`src/cpu_consts.svh`:
```
`ifndef CPU_CONSTS_SVH
`define CPU_CONSTS_SVH

// Width of the data bus and of A, X, Y
`define CPU_DATA_W 8

// Width of the Wishbone byte address
`define CPU_ADDR_W 16

// First instruction byte after reset
`define CPU_START_PC 16'h0200

// Entries between fetch and execute
`define CPU_UOP_DEPTH 4

// Status after reset
// I, B and the unused bit 5 set
`define CPU_P_RESET 8'h34

`endif

```
`src/cpu_isa_pkg.sv`:
```
package cpu_isa_pkg;

	// Supported 6502 opcodes
	// Immediate forms carry one operand byte
	typedef enum logic [7:0]
	{
		BRK     = 8'h00,
		ORA_IMM = 8'h09,
		CLC     = 8'h18,
		AND_IMM = 8'h29,
		SEC     = 8'h38,
		EOR_IMM = 8'h49,
		CLI     = 8'h58,
		ADC_IMM = 8'h69,
		SEI     = 8'h78,
		DEY     = 8'h88,
		TXA     = 8'h8A,
		TYA     = 8'h98,
		LDY_IMM = 8'hA0,
		LDX_IMM = 8'hA2,
		TAY     = 8'hA8,
		LDA_IMM = 8'hA9,
		TAX     = 8'hAA,
		CLV     = 8'hB8,
		CPY_IMM = 8'hC0,
		INY     = 8'hC8,
		CMP_IMM = 8'hC9,
		DEX     = 8'hCA,
		CLD     = 8'hD8,
		CPX_IMM = 8'hE0,
		INX     = 8'hE8,
		SBC_IMM = 8'hE9,
		NOP     = 8'hEA,
		SED     = 8'hF8
	} opcodeE;

	// Flag layout of P, bit 7 first
	typedef struct packed
	{
		logic n;
		logic v;
		logic one;
		logic b;
		logic d;
		logic i;
		logic z;
		logic c;
	} statusFlagsS;

	// P seen as a whole byte or as single flags
	typedef union packed
	{
		logic [7:0] raw;
		statusFlagsS flags;
	} statusU;

endpackage

```
`src/cpu_uop_pkg.sv`:
```
`include "cpu_consts.svh"

package cpu_uop_pkg;

	// Operation done by execute
	typedef enum logic [3:0]
	{
		PASS,
		ADC,
		SBC,
		AND,
		ORA,
		EOR,
		CMP,
		INC,
		DEC,
		FLAG,
		NOP,
		HALT
	} aluOpE;

	// Register used as source or destination
	typedef enum logic [1:0]
	{
		A,
		X,
		Y,
		NONE
	} regSelE;

	// One decoded instruction
	typedef struct packed
	{
		aluOpE aluOp;
		regSelE srcReg;
		regSelE dstReg;
		logic useImm;
		logic [`CPU_DATA_W-1:0] imm;
		// Opcode bits 7..5 of set/clear instructions
		logic [2:0] flagSel;
	} uopS;

endpackage

```
`src/cpu_fetch_decode.sv`:
```
`timescale 1ns/1ps
`include "cpu_consts.svh"

module cpu_fetch_decode
(
	input logic Clk,
	input logic Res_n_i,
	input logic [`CPU_DATA_W-1:0] wbDat_i,
	input logic wbAck_i,
	input logic queueFull_i,
	output logic wbCyc_o,
	output logic wbStb_o,
	output logic [`CPU_ADDR_W-1:0] wbAdr_o,
	output logic pushValid_o,
	output cpu_uop_pkg::uopS pushUop_o
);

	typedef enum logic [1:0] {FETCH_OP, FETCH_IMM, STOPPED} fetchStateE;

	fetchStateE state;
	logic busActive;
	logic ackSeen;
	logic startCycle;
	logic [`CPU_ADDR_W-1:0] fetchAdr;
	logic [`CPU_DATA_W-1:0] opReg;
	logic [`CPU_DATA_W-1:0] opSel;

	// Opcode and operand byte to micro-op
	function automatic cpu_uop_pkg::uopS decodeOp(input logic [`CPU_DATA_W-1:0] opByte,
		input logic [`CPU_DATA_W-1:0] immByte);
		cpu_uop_pkg::uopS uop;
		// Default is a one-byte no-op
		uop.aluOp = cpu_uop_pkg::NOP;
		uop.srcReg = cpu_uop_pkg::NONE;
		uop.dstReg = cpu_uop_pkg::NONE;
		uop.useImm = 1'b0;
		uop.imm = immByte;
		uop.flagSel = opByte[7:5];
		case (opByte)
			cpu_isa_pkg::LDA_IMM:
			begin
				uop.aluOp = cpu_uop_pkg::PASS;
				uop.dstReg = cpu_uop_pkg::A;
				uop.useImm = 1'b1;
			end
			cpu_isa_pkg::LDX_IMM:
			begin
				uop.aluOp = cpu_uop_pkg::PASS;
				uop.dstReg = cpu_uop_pkg::X;
				uop.useImm = 1'b1;
			end
			cpu_isa_pkg::LDY_IMM:
			begin
				uop.aluOp = cpu_uop_pkg::PASS;
				uop.dstReg = cpu_uop_pkg::Y;
				uop.useImm = 1'b1;
			end
			// Accumulator arithmetic and logic
			cpu_isa_pkg::ADC_IMM, cpu_isa_pkg::SBC_IMM, cpu_isa_pkg::AND_IMM,
			cpu_isa_pkg::ORA_IMM, cpu_isa_pkg::EOR_IMM:
			begin
				case (opByte)
					cpu_isa_pkg::ADC_IMM: uop.aluOp = cpu_uop_pkg::ADC;
					cpu_isa_pkg::SBC_IMM: uop.aluOp = cpu_uop_pkg::SBC;
					cpu_isa_pkg::AND_IMM: uop.aluOp = cpu_uop_pkg::AND;
					cpu_isa_pkg::ORA_IMM: uop.aluOp = cpu_uop_pkg::ORA;
					default: uop.aluOp = cpu_uop_pkg::EOR;
				endcase
				uop.srcReg = cpu_uop_pkg::A;
				uop.dstReg = cpu_uop_pkg::A;
				uop.useImm = 1'b1;
			end
			// Compares write no register
			cpu_isa_pkg::CMP_IMM, cpu_isa_pkg::CPX_IMM, cpu_isa_pkg::CPY_IMM:
			begin
				uop.aluOp = cpu_uop_pkg::CMP;
				uop.useImm = 1'b1;
				case (opByte)
					cpu_isa_pkg::CPX_IMM: uop.srcReg = cpu_uop_pkg::X;
					cpu_isa_pkg::CPY_IMM: uop.srcReg = cpu_uop_pkg::Y;
					default: uop.srcReg = cpu_uop_pkg::A;
				endcase
			end
			cpu_isa_pkg::TAX, cpu_isa_pkg::TAY:
			begin
				uop.aluOp = cpu_uop_pkg::PASS;
				uop.srcReg = cpu_uop_pkg::A;
				uop.dstReg = (opByte == cpu_isa_pkg::TAX) ? cpu_uop_pkg::X : cpu_uop_pkg::Y;
			end
			cpu_isa_pkg::TXA, cpu_isa_pkg::TYA:
			begin
				uop.aluOp = cpu_uop_pkg::PASS;
				uop.srcReg = (opByte == cpu_isa_pkg::TXA) ? cpu_uop_pkg::X : cpu_uop_pkg::Y;
				uop.dstReg = cpu_uop_pkg::A;
			end
			// Index increments and decrements work in place
			cpu_isa_pkg::INX, cpu_isa_pkg::DEX:
			begin
				uop.aluOp = (opByte == cpu_isa_pkg::INX) ? cpu_uop_pkg::INC : cpu_uop_pkg::DEC;
				uop.srcReg = cpu_uop_pkg::X;
				uop.dstReg = cpu_uop_pkg::X;
			end
			cpu_isa_pkg::INY, cpu_isa_pkg::DEY:
			begin
				uop.aluOp = (opByte == cpu_isa_pkg::INY) ? cpu_uop_pkg::INC : cpu_uop_pkg::DEC;
				uop.srcReg = cpu_uop_pkg::Y;
				uop.dstReg = cpu_uop_pkg::Y;
			end
			cpu_isa_pkg::CLC, cpu_isa_pkg::SEC, cpu_isa_pkg::CLI, cpu_isa_pkg::SEI,
			cpu_isa_pkg::CLV, cpu_isa_pkg::CLD, cpu_isa_pkg::SED:
				uop.aluOp = cpu_uop_pkg::FLAG;
			cpu_isa_pkg::BRK:
				uop.aluOp = cpu_uop_pkg::HALT;
			default: ;
		endcase
		return uop;
	endfunction

	// One Wishbone cycle at a time
	assign wbCyc_o = busActive;
	assign wbStb_o = busActive;
	assign wbAdr_o = fetchAdr;
	assign ackSeen = busActive && wbAck_i;

	// A new instruction only starts when the queue has room
	// Its operand then always finds the slot free
	assign startCycle = !busActive &&
		((state == FETCH_OP && !queueFull_i) || state == FETCH_IMM);

	// Operand phase decodes the latched opcode
	assign opSel = (state == FETCH_IMM) ? opReg : wbDat_i;
	assign pushUop_o = decodeOp(opSel, wbDat_i);

	// Push on the last byte of an instruction
	assign pushValid_o = ackSeen && (state == FETCH_IMM || !pushUop_o.useImm);

	always_ff @(posedge Clk or negedge Res_n_i)
	begin
		if (!Res_n_i)
		begin
			state <= FETCH_OP;
			busActive <= 1'b0;
			fetchAdr <= `CPU_START_PC;
		end
		else
		begin
			if (ackSeen)
			begin
				// Strobe drops for at least one cycle
				busActive <= 1'b0;
				fetchAdr <= fetchAdr + 1'b1;
				case (state)
					FETCH_OP:
					begin
						if (pushUop_o.aluOp == cpu_uop_pkg::HALT)
							state <= STOPPED;
						else if (pushUop_o.useImm)
							state <= FETCH_IMM;
					end
					FETCH_IMM: state <= FETCH_OP;
					default: ;
				endcase
			end
			else if (startCycle)
			begin
				busActive <= 1'b1;
			end
		end
	end

	// Opcode kept for the operand phase
	always_ff @(posedge Clk)
	begin
		if (ackSeen && state == FETCH_OP)
			opReg <= wbDat_i;
	end

endmodule

```
`src/cpu_uop_queue.sv`:
```
`timescale 1ns/1ps
`include "cpu_consts.svh"

module cpu_uop_queue
#(
	parameter int Depth = `CPU_UOP_DEPTH
)
(
	input logic Clk,
	input logic Res_n_i,
	input logic pushValid_i,
	input cpu_uop_pkg::uopS pushUop_i,
	input logic pop_i,
	output logic queueFull_o,
	output logic headValid_o,
	output cpu_uop_pkg::uopS headUop_o
);

	localparam int PtrW = $clog2(Depth);
	localparam int CntW = PtrW + 1;

	cpu_uop_pkg::uopS mem [Depth];
	logic [PtrW-1:0] wrPtr;
	logic [PtrW-1:0] rdPtr;
	logic [CntW-1:0] count;
	logic doPush;
	logic doPop;

	// Status from the fill count
	assign queueFull_o = (count == Depth);
	assign headValid_o = (count != 0);
	assign headUop_o = mem[rdPtr];

	assign doPush = pushValid_i && !queueFull_o;
	assign doPop = pop_i && headValid_o;

	// Pointers wrap on their own for a power-of-two depth
	always_ff @(posedge Clk or negedge Res_n_i)
	begin
		if (!Res_n_i)
		begin
			wrPtr <= '0;
			rdPtr <= '0;
			count <= '0;
		end
		else
		begin
			if (doPush)
				wrPtr <= wrPtr + 1'b1;
			if (doPop)
				rdPtr <= rdPtr + 1'b1;
			case ({doPush, doPop})
				2'b10: count <= count + 1'b1;
				2'b01: count <= count - 1'b1;
				default: ;
			endcase
		end
	end

	always_ff @(posedge Clk)
	begin
		if (doPush)
			mem[wrPtr] <= pushUop_i;
	end

endmodule

```
`src/cpu_execute.sv`:
```
`timescale 1ns/1ps
`include "cpu_consts.svh"

module cpu_execute
(
	input logic Clk,
	input logic Res_n_i,
	input logic headValid_i,
	input cpu_uop_pkg::uopS headUop_i,
	output logic pop_o,
	output logic retire_o,
	output logic [`CPU_DATA_W-1:0] regA_o,
	output logic [`CPU_DATA_W-1:0] regX_o,
	output logic [`CPU_DATA_W-1:0] regY_o,
	output logic [7:0] regP_o,
	output logic halted_o
);

	cpu_isa_pkg::statusU regP;
	cpu_isa_pkg::statusU nextP;
	logic [`CPU_DATA_W-1:0] srcVal;
	logic [`CPU_DATA_W-1:0] addB;
	logic [`CPU_DATA_W-1:0] result;
	logic [`CPU_DATA_W:0] sum;
	logic carryIn;

	// Take every valid head until halted
	assign pop_o = headValid_i && !halted_o;
	assign regP_o = regP.raw;

	always_comb
	begin
		case (headUop_i.srcReg)
			cpu_uop_pkg::A: srcVal = regA_o;
			cpu_uop_pkg::X: srcVal = regX_o;
			cpu_uop_pkg::Y: srcVal = regY_o;
			default: srcVal = '0;
		endcase

		// Shared adder
		// SBC and compare add the inverted operand
		// Compare always carries in
		addB = headUop_i.imm;
		if (headUop_i.aluOp == cpu_uop_pkg::SBC || headUop_i.aluOp == cpu_uop_pkg::CMP)
			addB = ~headUop_i.imm;
		carryIn = (headUop_i.aluOp == cpu_uop_pkg::CMP) ? 1'b1 : regP.flags.c;
		sum = {1'b0, srcVal} + {1'b0, addB} + {{`CPU_DATA_W{1'b0}}, carryIn};

		case (headUop_i.aluOp)
			cpu_uop_pkg::PASS: result = headUop_i.useImm ? headUop_i.imm : srcVal;
			cpu_uop_pkg::AND: result = srcVal & headUop_i.imm;
			cpu_uop_pkg::ORA: result = srcVal | headUop_i.imm;
			cpu_uop_pkg::EOR: result = srcVal ^ headUop_i.imm;
			cpu_uop_pkg::INC: result = srcVal + 1'b1;
			cpu_uop_pkg::DEC: result = srcVal - 1'b1;
			cpu_uop_pkg::ADC, cpu_uop_pkg::SBC, cpu_uop_pkg::CMP: result = sum[`CPU_DATA_W-1:0];
			default: result = srcVal;
		endcase

		nextP = regP;
		case (headUop_i.aluOp)
			cpu_uop_pkg::ADC, cpu_uop_pkg::SBC:
			begin
				nextP.flags.c = sum[`CPU_DATA_W];
				// Same operand signs but a different result sign
				nextP.flags.v = (srcVal[7] == addB[7]) && (result[7] != srcVal[7]);
			end
			// Carry out means register >= operand
			cpu_uop_pkg::CMP: nextP.flags.c = sum[`CPU_DATA_W];
			// Set and clear as on the 6502
			cpu_uop_pkg::FLAG:
				case (headUop_i.flagSel)
					3'b000: nextP.flags.c = 1'b0;
					3'b001: nextP.flags.c = 1'b1;
					3'b010: nextP.flags.i = 1'b0;
					3'b011: nextP.flags.i = 1'b1;
					3'b101: nextP.flags.v = 1'b0;
					3'b110: nextP.flags.d = 1'b0;
					3'b111: nextP.flags.d = 1'b1;
					default: ;
				endcase
			default: ;
		endcase

		// N and Z follow every result
		if (headUop_i.aluOp inside {cpu_uop_pkg::PASS, cpu_uop_pkg::ADC, cpu_uop_pkg::SBC,
			cpu_uop_pkg::AND, cpu_uop_pkg::ORA, cpu_uop_pkg::EOR, cpu_uop_pkg::CMP,
			cpu_uop_pkg::INC, cpu_uop_pkg::DEC})
		begin
			nextP.flags.n = result[7];
			nextP.flags.z = (result == '0);
		end

		// These two bits always read 1
		nextP.flags.b = 1'b1;
		nextP.flags.one = 1'b1;
	end

	always_ff @(posedge Clk or negedge Res_n_i)
	begin
		if (!Res_n_i)
		begin
			regA_o <= '0;
			regX_o <= '0;
			regY_o <= '0;
			regP.raw <= `CPU_P_RESET;
			retire_o <= 1'b0;
			halted_o <= 1'b0;
		end
		else
		begin
			retire_o <= 1'b0;
			if (pop_o)
			begin
				// NONE as destination writes nothing
				case (headUop_i.dstReg)
					cpu_uop_pkg::A: regA_o <= result;
					cpu_uop_pkg::X: regX_o <= result;
					cpu_uop_pkg::Y: regY_o <= result;
					default: ;
				endcase
				regP <= nextP;
				// HALT stops instead of retiring
				if (headUop_i.aluOp == cpu_uop_pkg::HALT)
					halted_o <= 1'b1;
				else
					retire_o <= 1'b1;
			end
		end
	end

endmodule

```
`src/cpu_core.sv`:
```
`timescale 1ns/1ps
`include "cpu_consts.svh"

module cpu_core
(
	input logic Clk,
	input logic Res_n_i,
	output logic wbCyc_o,
	output logic wbStb_o,
	output logic [`CPU_ADDR_W-1:0] wbAdr_o,
	input logic [`CPU_DATA_W-1:0] wbDat_i,
	input logic wbAck_i,
	output logic retire_o,
	output logic [`CPU_DATA_W-1:0] regA_o,
	output logic [`CPU_DATA_W-1:0] regX_o,
	output logic [`CPU_DATA_W-1:0] regY_o,
	output logic [7:0] regP_o,
	output logic halted_o
);

	// Fetch to queue
	logic pushValid;
	cpu_uop_pkg::uopS pushUop;
	logic queueFull;

	// Queue to execute
	logic headValid;
	cpu_uop_pkg::uopS headUop;
	logic pop;

	// Producer
	cpu_fetch_decode fetchDecode
	(
		.Clk(Clk),
		.Res_n_i(Res_n_i),
		.wbDat_i(wbDat_i),
		.wbAck_i(wbAck_i),
		.queueFull_i(queueFull),
		.wbCyc_o(wbCyc_o),
		.wbStb_o(wbStb_o),
		.wbAdr_o(wbAdr_o),
		.pushValid_o(pushValid),
		.pushUop_o(pushUop)
	);

	// Decoded instructions wait here
	cpu_uop_queue #(.Depth(`CPU_UOP_DEPTH)) uopQueue
	(
		.Clk(Clk),
		.Res_n_i(Res_n_i),
		.pushValid_i(pushValid),
		.pushUop_i(pushUop),
		.pop_i(pop),
		.queueFull_o(queueFull),
		.headValid_o(headValid),
		.headUop_o(headUop)
	);

	// Consumer
	cpu_execute execute
	(
		.Clk(Clk),
		.Res_n_i(Res_n_i),
		.headValid_i(headValid),
		.headUop_i(headUop),
		.pop_o(pop),
		.retire_o(retire_o),
		.regA_o(regA_o),
		.regX_o(regX_o),
		.regY_o(regY_o),
		.regP_o(regP_o),
		.halted_o(halted_o)
	);

endmodule

```
`config.mk`:
```
export PLATFORM = sky130hd
export DESIGN_NAME = cpu_core
export DESIGN_NICKNAME = d
export VERILOG_FILES = /design/src/cpu_isa_pkg.sv /design/src/cpu_uop_pkg.sv /design/src/cpu_fetch_decode.sv /design/src/cpu_uop_queue.sv /design/src/cpu_execute.sv /design/src/cpu_core.sv
export VERILOG_INCLUDE_DIRS = /design/src
export SDC_FILE = /design/constraint.sdc
export NUM_CORES = 1
export LEC_CHECK = 0
export BUFFER_PORTS_ARGS = -buffer_cell sky130_fd_sc_hd__buf_2
export CORE_ASPECT_RATIO = 1.75
export CORE_UTILIZATION = 65
export CTS_BUF_LIST = sky130_fd_sc_hd__clkbuf_8 sky130_fd_sc_hd__clkbuf_16
export DETAILED_ROUTE_END_ITERATION = 10
export PLACE_DENSITY_LB_ADDON = 0.15
export REMOVE_ABC_BUFFERS = 1
export SLEW_MARGIN = 20
export SYNTH_ARGS = -nofsm -noshare
export SYNTH_HDL_FRONTEND = slang
export SYNTH_SLANG_ARGS = --single-unit
```
`constraint.sdc`:
```
create_clock -name Clk -period 8.9 [get_ports Clk]
set_input_delay 1.78 -clock Clk [delete_from_list [all_inputs] [get_ports Clk]]
set_output_delay 1.78 -clock Clk [all_outputs]
set_load 0.01 [all_outputs]
```
==> summary.md, run 1 <==
| Metric | Value |
|---|---|
| Sequential fraction of the synthesis area | 0.510 |
| Antenna cell count | 0 |
| Peak VDD IR | 0.260 mV |
| Setup-failing EPs final | 0 |
| R2r startpoint | uopQueue.rdPtr[0]$_DFFE_PN0P_ |
| Initial antenna violation count | 0 |
| Tcrit/Tclk final | 0.597 |
| Static leakage | 3.65 nW |
| Final HPWL DP | 15,200 um |
| Final setup margin | 3.59 ns |
| Slew Viols, Final | 0 |
| Die Y-Extent | 149 um |
| Max-cap check violation count | 0 |
| Worst reg2reg path depth | 14 |
| Longest Clk Path Bufs | 2 |
| Status | finished clean |
| Pwr/cell area | 406 nW/um^2 |
| Total power | 0.00368 W |
| Syn avg cell area | 11.3 um^2 |
| Critical path's largest stage delay | 0.85 ns |
| Chip width | 86.0 um |
| CP arrival | 5.68 ns |
| Clock skew | 0.0101 ns |
| DP Worst Slack | 3.54 ns |
| Core footprint | 12,000 um^2 |
| Critical path's top delay family | compound AO/OA/AOI/OAI gates |
| Worst Path Max Fanout | 24 |
| Postcts setup bufs | 0 |
| Predominant post-synthesis flop cell | edfxtp_1 |
| Slew Limit Headroom | 0.283 |
| GPL Wtd Cong | 0.933 |
| Clk root buf | clkbuf_16 |
| Reg clk slew, reported paths | 0.07 ns |
| Post-CTS sizing | 0 |
| Final Critical Period | 5.31 ns |
| WP buf/inv | 2 |
| GRT Util Overall | 0.341 |
| Crit path capture type | flop |
| Critical path cell sequence | buf_4 > mux4_2 > nor3b_2 > xnor2_1 > fa_1 > inv_1 > ha_1 > o21ba_2 > maj3_1 > mux2i_1 > o32ai_1 > nand4_1 > a2111oi_0 > a31o_1 |
| Req. time, crit path | 9.27 ns |
| Async S/R FF share, synth | 0.397 |
| Crit path depth | 14 |
| Hold buffers post-CTS | 0 |
| Initial detailed-routing violation count | 445 |
| Final Hold Viols | 0 |
| Worst slew pin tran | 1.08 ns |
| Final setup TNS | 0 ns |
| Area grow syn2layout | 12.7% |
| Worst reg2reg endpoint | execute.regP_o[1]$_DFFE_PN0P_ |
| First-pass GRT wire length | 32,200 um |
| Setup Crit Path Kind | flop to flop |
| Share of layout cells above drive strength 1 | 0.187 |
| CP max stage cell | nor3b_2 |
| I/O Buffers | 60 |
| Hold Crit Class | flop to flop |
| Pin count of the biggest net entering global routing | 54 |
| Fillers | 780 |
| Post-layout nets | 813 |
| Unrepaired setup endpoints after global routing | no |
| Fmax | 188 MHz |
| Register bit total from synthesis | 146 |
| DRC | 0 |
| Vias in the first global route | 6,204 |
| Number of synthesized flops with an enable pin | 88 |
| CTS sink count | 146 |
| Starting Density | 0.669 |
| Vias | 5,999 |
| Total gr overflow | 0 |
| Detailed Routing Iterations Pass 1 | 7 |
| Die ar. | 12,800 um^2 |
| WL/cell | 21.8 um |
| Critical Path Start | uopQueue.rdPtr[0]$_DFFE_PN0P_ |
| Row count | 53 |
| Cells after synthesis | 708 |
| Via density | 6.35 |
| Reg-to-reg slack, setup | 3.59 ns |
| CP startpoint kind | flop |
| # IOs | 63 |
| Syn Std Cell Area | 8030 um^2 |
| Hold slack final | 0.471 ns |
| Skew-Pair Late Insertion Delay | 0.43 ns |
| Crit path to | execute.regP_o[1]$_DFFE_PN0P_ |
| CTS H-tree depth | 4 |
| Library cells used by synthesis | 78 |
| Clock buffers created by TritonCTS | 17 |
| CTS tree | done |
| Drt total wl | 20,600 um |
| Post-DRT Antenna Nets | 0 |
| Synth Warn # | 0 |
## synth_stat cells, types with 5 or more instances
| cell type | number | share of area |
|---|---|---|
| nand2_1 | 71 | 0.033 |
| nand2b_1 | 7 | 0.0055 |
| a31oi_1 | 7 | 0.0055 |
| o21a_1 | 6 | 0.0056 |
| xnor2_1 | 30 | 0.033 |
| o21ai_0 | 56 | 0.035 |
| dfrtp_1 | 56 | 0.17 |
| clkbuf_1 | 15 | 0.0070 |
| nor3b_1 | 5 | 0.0047 |
| mux2_2 | 8 | 0.011 |
| mux2i_1 | 23 | 0.029 |
| a221oi_1 | 5 | 0.0055 |
| and3_1 | 9 | 0.0070 |
| mux4_2 | 20 | 0.056 |
| nor3_1 | 18 | 0.011 |
| xor2_1 | 9 | 0.0098 |
| a21oi_1 | 36 | 0.022 |
| and2_1 | 5 | 0.0039 |
| nor2_1 | 45 | 0.021 |
| ha_1 | 33 | 0.051 |
| inv_1 | 38 | 0.018 |
| nand3_1 | 13 | 0.0081 |
| nor2b_1 | 7 | 0.0055 |
| edfxtp_1 | 88 | 0.33 |
## through the flow
| stage | util | std cells | area, um^2 |
|---|---|---|---|
| final | 0.754 | 945 | 9050 |
| after global routing | 0.754 | 945 | 9050 |
| after CTS | 0.754 | 945 | 9050 |
| after detailed placement | 0.704 | 913 | 8450 |
| after global placement | 0.704 | 913 | 8450 |
| after floorplan | - | 679 | 7870 |
## cells by family (layout without fill, tap and decap cells)
family / count (synthesis) / in the layout / synth area share
buffers and inverters: 69 / 140 / 0.0383
AOI/OAI and AO/OA: 163 / 163 / 0.130
DFF: 146 / 146 / 0.510
muxes: 51 / 51 / 0.0960
other: 1 / 2 / 0.000467
and+or+nand+nor: 200 / 200 / 0.120
xor gates and xnor gates: 40 / 40 / 0.0446
adders and majority gates: 38 / 38 / 0.0605
## registers in the layout, indices dropped and copies added (netlist names)
signal,flops
uopQueue.mem,80
fetchDecode.wbAdr_o,16
execute.regA_o,8
execute.regX_o,8
execute.regY_o,8
fetchDecode.opReg,8
execute.regP_o,6
uopQueue.count,3
fetchDecode.state,2
uopQueue.rdPtr,2
uopQueue.wrPtr,2
execute.halted_o,1
execute.retire_o,1
fetchDecode.wbCyc_o,1
## metal layers
metal,track usage,up-vias,routed length (um)
met4,0.226,0,1310
met1,0.338,2875,6880
met5,0,-,0
met3,0.0581,90,925
met2,0.633,303,11500
li1,-,2731,-
## placed cells by master (no fill, tap or decap), drive strengths merged, types with 4 or more instances in the layout
master / netlist / final
nor2b: 7 / 7
clkbuf: 15 / 18
edfxtp: 88 / 88
nand3: 13 / 13
a211oi: 5 / 5
and2: 5 / 5
a221oi: 5 / 5
buf: 15 / 69
mux4: 20 / 20
a31oi: 7 / 7
and3: 9 / 9
xnor2: 31 / 31
mux2i: 23 / 23
nor3: 18 / 18
nor3b: 6 / 6
ha: 33 / 33
a21oi: 36 / 36
o21ai: 58 / 58
dfrtp: 56 / 56
a21o: 4 / 4
nand2: 71 / 71
nor2: 45 / 45
nand2b: 7 / 7
inv: 39 / 48
o221ai: 4 / 4
xor2: 9 / 9
mux2: 8 / 8
nand4: 4 / 4
o21a: 6 / 6
## worst register-to-register path, cell delays in order (launching register included)
cell	delay [ns]
dfrtp_1	0.33
buf_4	0.39
mux4_2	0.79
nor3b_2	0.85
xnor2_1	0.22
fa_1	0.49
inv_1	0.07
ha_1	0.12
o21ba_2	0.17
maj3_1	0.41
mux2i_1	0.15
o32ai_1	0.43
nand4_1	0.17
a2111oi_0	0.47
a31o_1	0.20
## worst min path at each step
stage	slack, ns	to	start	depth (start not counted)
2_1_floorplan	0.48	execute.regP_o[2]$_DFFE_PN1P_	execute.regP_o[2]$_DFFE_PN1P_	2
3_3_place_gp	0.46	fetchDecode.wbAdr_o[15]$_DFFE_PN0P_	fetchDecode.wbAdr_o[15]$_DFFE_PN0P_	1
3_5_place_dp	0.47	fetchDecode.wbAdr_o[15]$_DFFE_PN0P_	fetchDecode.wbAdr_o[15]$_DFFE_PN0P_	1
4_1_cts	0.48	fetchDecode.wbAdr_o[15]$_DFFE_PN0P_	fetchDecode.wbAdr_o[15]$_DFFE_PN0P_	1
5_1_grt	0.49	fetchDecode.wbAdr_o[15]$_DFFE_PN0P_	fetchDecode.wbAdr_o[15]$_DFFE_PN0P_	1
6_report	0.47	fetchDecode.wbAdr_o[15]$_DFFE_PN0P_	fetchDecode.wbAdr_o[15]$_DFFE_PN0P_	1
## cell type report
class | instances | area [um^2] | share of cell area
clock inverters | 14 | 159 | 0.0176
clock buffers | 18 | 439 | 0.0485
flip-flops and latches | 146 | 4100 | 0.453
multi-input cells | 494 | 3630 | 0.402
well taps | 165 | 206 | 0.0228
inverters | 39 | 146 | 0.0162
repair buffers | 69 | 368 | 0.0406
## power by group
| group | internal [W] | total (W) | switching [W] |
|---|---|---|---|
| registers | 0.000888 | 0.000991 | 0.000103 |
| clock network | 0.000407 | 0.000723 | 0.000316 |
| logic | 0.000748 | 0.00197 | 0.00122 |
Power figures use the tool's default switching activity.
==> run 2, diff against run 1 <==
--- a/config.mk
+++ b/config.mk
@@ -8,7 +8,7 @@
 export LEC_CHECK = 0
 export BUFFER_PORTS_ARGS = -buffer_cell sky130_fd_sc_hd__buf_2
 export CORE_ASPECT_RATIO = 1.75
-export CORE_UTILIZATION = 65
+export CORE_UTILIZATION = 61
 export CTS_BUF_LIST = sky130_fd_sc_hd__clkbuf_8 sky130_fd_sc_hd__clkbuf_16
 export DETAILED_ROUTE_END_ITERATION = 10
 export PLACE_DENSITY_LB_ADDON = 0.15
==> constraint.sdc (replaced) <==
create_clock -name Clk -period 5.3 [get_ports Clk]
set_input_delay 1.06 -clock Clk [delete_from_list [all_inputs] [get_ports Clk]]
set_output_delay 1.06 -clock Clk [all_outputs]
set_load 0.01 [all_outputs]
==> run 2 against run 1 <==
- sequential power up 73%
- critical path type unchanged
- worst setup slack worse by 3.0 ns
- register-to-register slack worse by 3.0 ns
- via count up 1.8%
- design area up 1.2%
- critical endpoint unchanged
- critical path depth unchanged
- hold slack worse by 0.0035 ns
- maximum frequency up 13%
==> summary.md, run 2 (synthesized netlist as in run 1, its figures left out) <==
| Metric | Value |
|---|---|
| Status | finished clean |
| Setup Crit Path Kind | flop to flop |
| Vias in the first global route | 6,197 (-0.11%) |
| Pin count of the biggest net entering global routing | 59 (+9.3%) |
| CP startpoint kind | flop |
| Post-CTS sizing | 0 (unchanged) |
| Top routing layer in use | met4 |
| Most common cell after layout, fill and taps aside | edfxtp_1 |
| DRC | 0 (unchanged) |
| Die ar. | 13,600 um^2 (+6.4%) |
| DP Worst Slack | 0.656 ns (-2.88 ns) |
| Pwr/cell area | 682 nW/um^2 (+68%) |
| CTS tree | done |
| Final setup TNS | 0 ns (unchanged) |
| Final Hold Viols | 0 (unchanged) |
| Most frequent cells in the layout | edfxtp_1, nand2_1, buf_2 |
| Req. time, crit path | 5.65 ns (-3.62 ns) |
| Worst slew pin tran | 1.00 ns (-0.0755 ns) |
| Static leakage | 3.73 nW (+2.2%) |
| Vias | 6,109 (+1.8%) |
| Clk root buf | clkbuf_16 |
| Setup-failing EPs final | 0 (unchanged) |
| Core footprint | 12,900 um^2 (+7.2%) |
| Detailed Routing Iterations Pass 1 | 7 (unchanged) |
| Max reg flops | 80 (unchanged) |
| Max-cap check violation count | 0 (unchanged) |
| Peak VDD IR | 0.349 mV (+34%) |
| Fmax | 213 MHz (+13%) |
| Unrepaired setup endpoints after global routing | no |
| Critical path's largest stage delay | 0.73 ns (-0.12 ns) |
| CP max stage cell | mux4_2 |
| First-pass GRT wire length | 32,600 um (+1.1%) |
| Via density | 6.32 (-0.48%) |
| Starting Density | 0.624 (-0.0450) |
| Critical path cell sequence | mux4_2 > nor2b_1 > buf_4 > a21oi_1 > inv_1 > ha_1 > o21ai_0 > a221oi_1 > xnor2_1 > nor2_1 > o32ai_1 > nand4_1 > a2111oi_0 > a31o_1 |
| WP buf/inv | 2 (unchanged) |
| Total gr overflow | 0 (unchanged) |
| GRT Util Overall | 0.329 (-0.0111) |
| CTS H-tree depth | 4 (unchanged) |
| CP arrival | 5.05 ns (-0.63 ns) |
| Final HPWL DP | 15,700 um (+3.0%) |
| Met3 WL | 889 um (-3.9%) |
| Slew Viols, Final | 0 (unchanged) |
| Hold Crit Class | flop to flop |
| Initial antenna violation count | 0 (unchanged) |
| Area grow syn2layout | 14.1% |
| Postcts setup bufs | 0 (unchanged) |
| Share of layout cells above drive strength 1 | 0.201 (+0.0138) |
| Skew-Pair Late Insertion Delay | 0.42 ns (about the same) |
| Row count | 55 (+3.8%) |
| Final Critical Period | 4.69 ns (-0.616 ns) |
| Slew Limit Headroom | 0.329 (+0.0452) |
| Clock buffers created by TritonCTS | 17 (unchanged) |
| Longest Clk Path Bufs | 2 (unchanged) |
| Tcrit/Tclk final | 0.886 (+0.289) |
| I/O Buffers | 60 (unchanged) |
| Hold buffers post-CTS | 0 (unchanged) |
| WL/cell | 21.7 um (-0.37%) |
| Worst Path Max Fanout | 13 (-46%) |
| Critical path's top delay family | compound AO/OA/AOI/OAI gates |
| Reg clk slew, reported paths | 0.06 ns (about the same) |
| Post-layout nets | 829 (+2.0%) |
| Die Y-Extent | 154 um (+3.2%) |
| Final setup margin | 0.606 ns (-2.98 ns) |
| Post-DRT Antenna Nets | 0 (unchanged) |
| Clock skew | 0.0127 ns (+0.00259 ns) |
| GPL Wtd Cong | 0.949 (+1.8%) |
| Antenna cell count | 0 (unchanged) |
| CTS sink count | 146 (unchanged) |
| Reg-to-reg slack, setup | 0.61 ns (-2.98 ns) |
| Post-Route M1 WL | 7150 um (+3.9%) |
| # IOs | 63 (unchanged) |
| Initial detailed-routing violation count | 481 (+8.1%) |
| Biggest register | uopQueue.mem |
| Crit path capture type | flop |
| Chip width | 88.7 um (+3.2%) |
| Drt total wl | 21,000 um (+1.9%) |
| DR WL met2 | 11,700 um (+1.4%) |
==> run 2: final cells by class <==
type | count | area [um^2]
clock buffers | 19 | 475
well taps | 171 | 214
fillers | 934 | 3710
clock inverters | 13 | 113
flip-flops and latches | 146 | 4100
multi-input cells | 494 | 3630
repair buffers | 85 | 488
inverters | 39 | 146
==> run 2: worst paths after layout <==
| check | cells after the start | from | to |
|---|---|---|---|
| worst max-delay path | 14 | uopQueue.rdPtr[0]$_DFFE_PN0P_ | execute.regP_o[1]$_DFFE_PN0P_ |
| worst min-delay path | 1 | fetchDecode.wbAdr_o[15]$_DFFE_PN0P_ | fetchDecode.wbAdr_o[15]$_DFFE_PN0P_ |
| worst max register to register | 14 | uopQueue.rdPtr[0]$_DFFE_PN0P_ | execute.regP_o[1]$_DFFE_PN0P_ |
| worst min register to register | 1 | fetchDecode.wbAdr_o[15]$_DFFE_PN0P_ | fetchDecode.wbAdr_o[15]$_DFFE_PN0P_ |
| max in group asynchronous | 2 | Res_n_i | uopQueue.rdPtr[0]$_DFFE_PN0P_ |
| min in group asynchronous | 2 | Res_n_i | execute.regA_o[3]$_DFFE_PN0P_ |
==> run 2: per-layer routing <==
metal | GRT usage | up-vias
li1 | - | 2768
met1 | 0.329 | 2968
met2 | 0.600 | 269
met3 | 0.0585 | 104
met4 | 0.213 | 0
met5 | 0 | -
==> run 2: power breakdown <==
part / total, W / switching (W) / internal (W)
clock network: 0.00117 / 0.000505 / 0.000670
logic: 0.00337 / 0.00205 / 0.00132
registers: 0.00171 / 0.000217 / 0.00149
==> run 2: through the flow <==
| step | total power (W) | area [um^2] | utilization | hold WS [ns] | cells |
|---|---|---|---|---|---|
| 2_1_floorplan | 0.00394 | 7870 | - | 0.483 | 679 |
| 3_3_place_gp | 0.00491 | 8570 | 0.666 | 0.459 | 935 |
| 3_5_place_dp | 0.00500 | 8570 | 0.666 | 0.458 | 935 |
| 4_1_cts | 0.00621 | 9160 | 0.712 | 0.471 | 967 |
| 5_1_grt | 0.00662 | 9160 | 0.712 | 0.484 | 967 |
| 6_report | 0.00625 | 9160 | 0.712 | 0.467 | 967 |
==> run 2: worst reg2reg max path: stages (launching register included) <==
cell       delay (ns)
dfrtp_1          0.71
mux4_2           0.73
nor2b_1          0.22
buf_4            0.18
a21oi_1          0.18
inv_1            0.11
ha_1             0.33
o21ai_0          0.09
a221oi_1         0.58
xnor2_1          0.19
nor2_1           0.06
o32ai_1          0.48
nand4_1          0.14
a2111oi_0        0.44
a31o_1           0.20
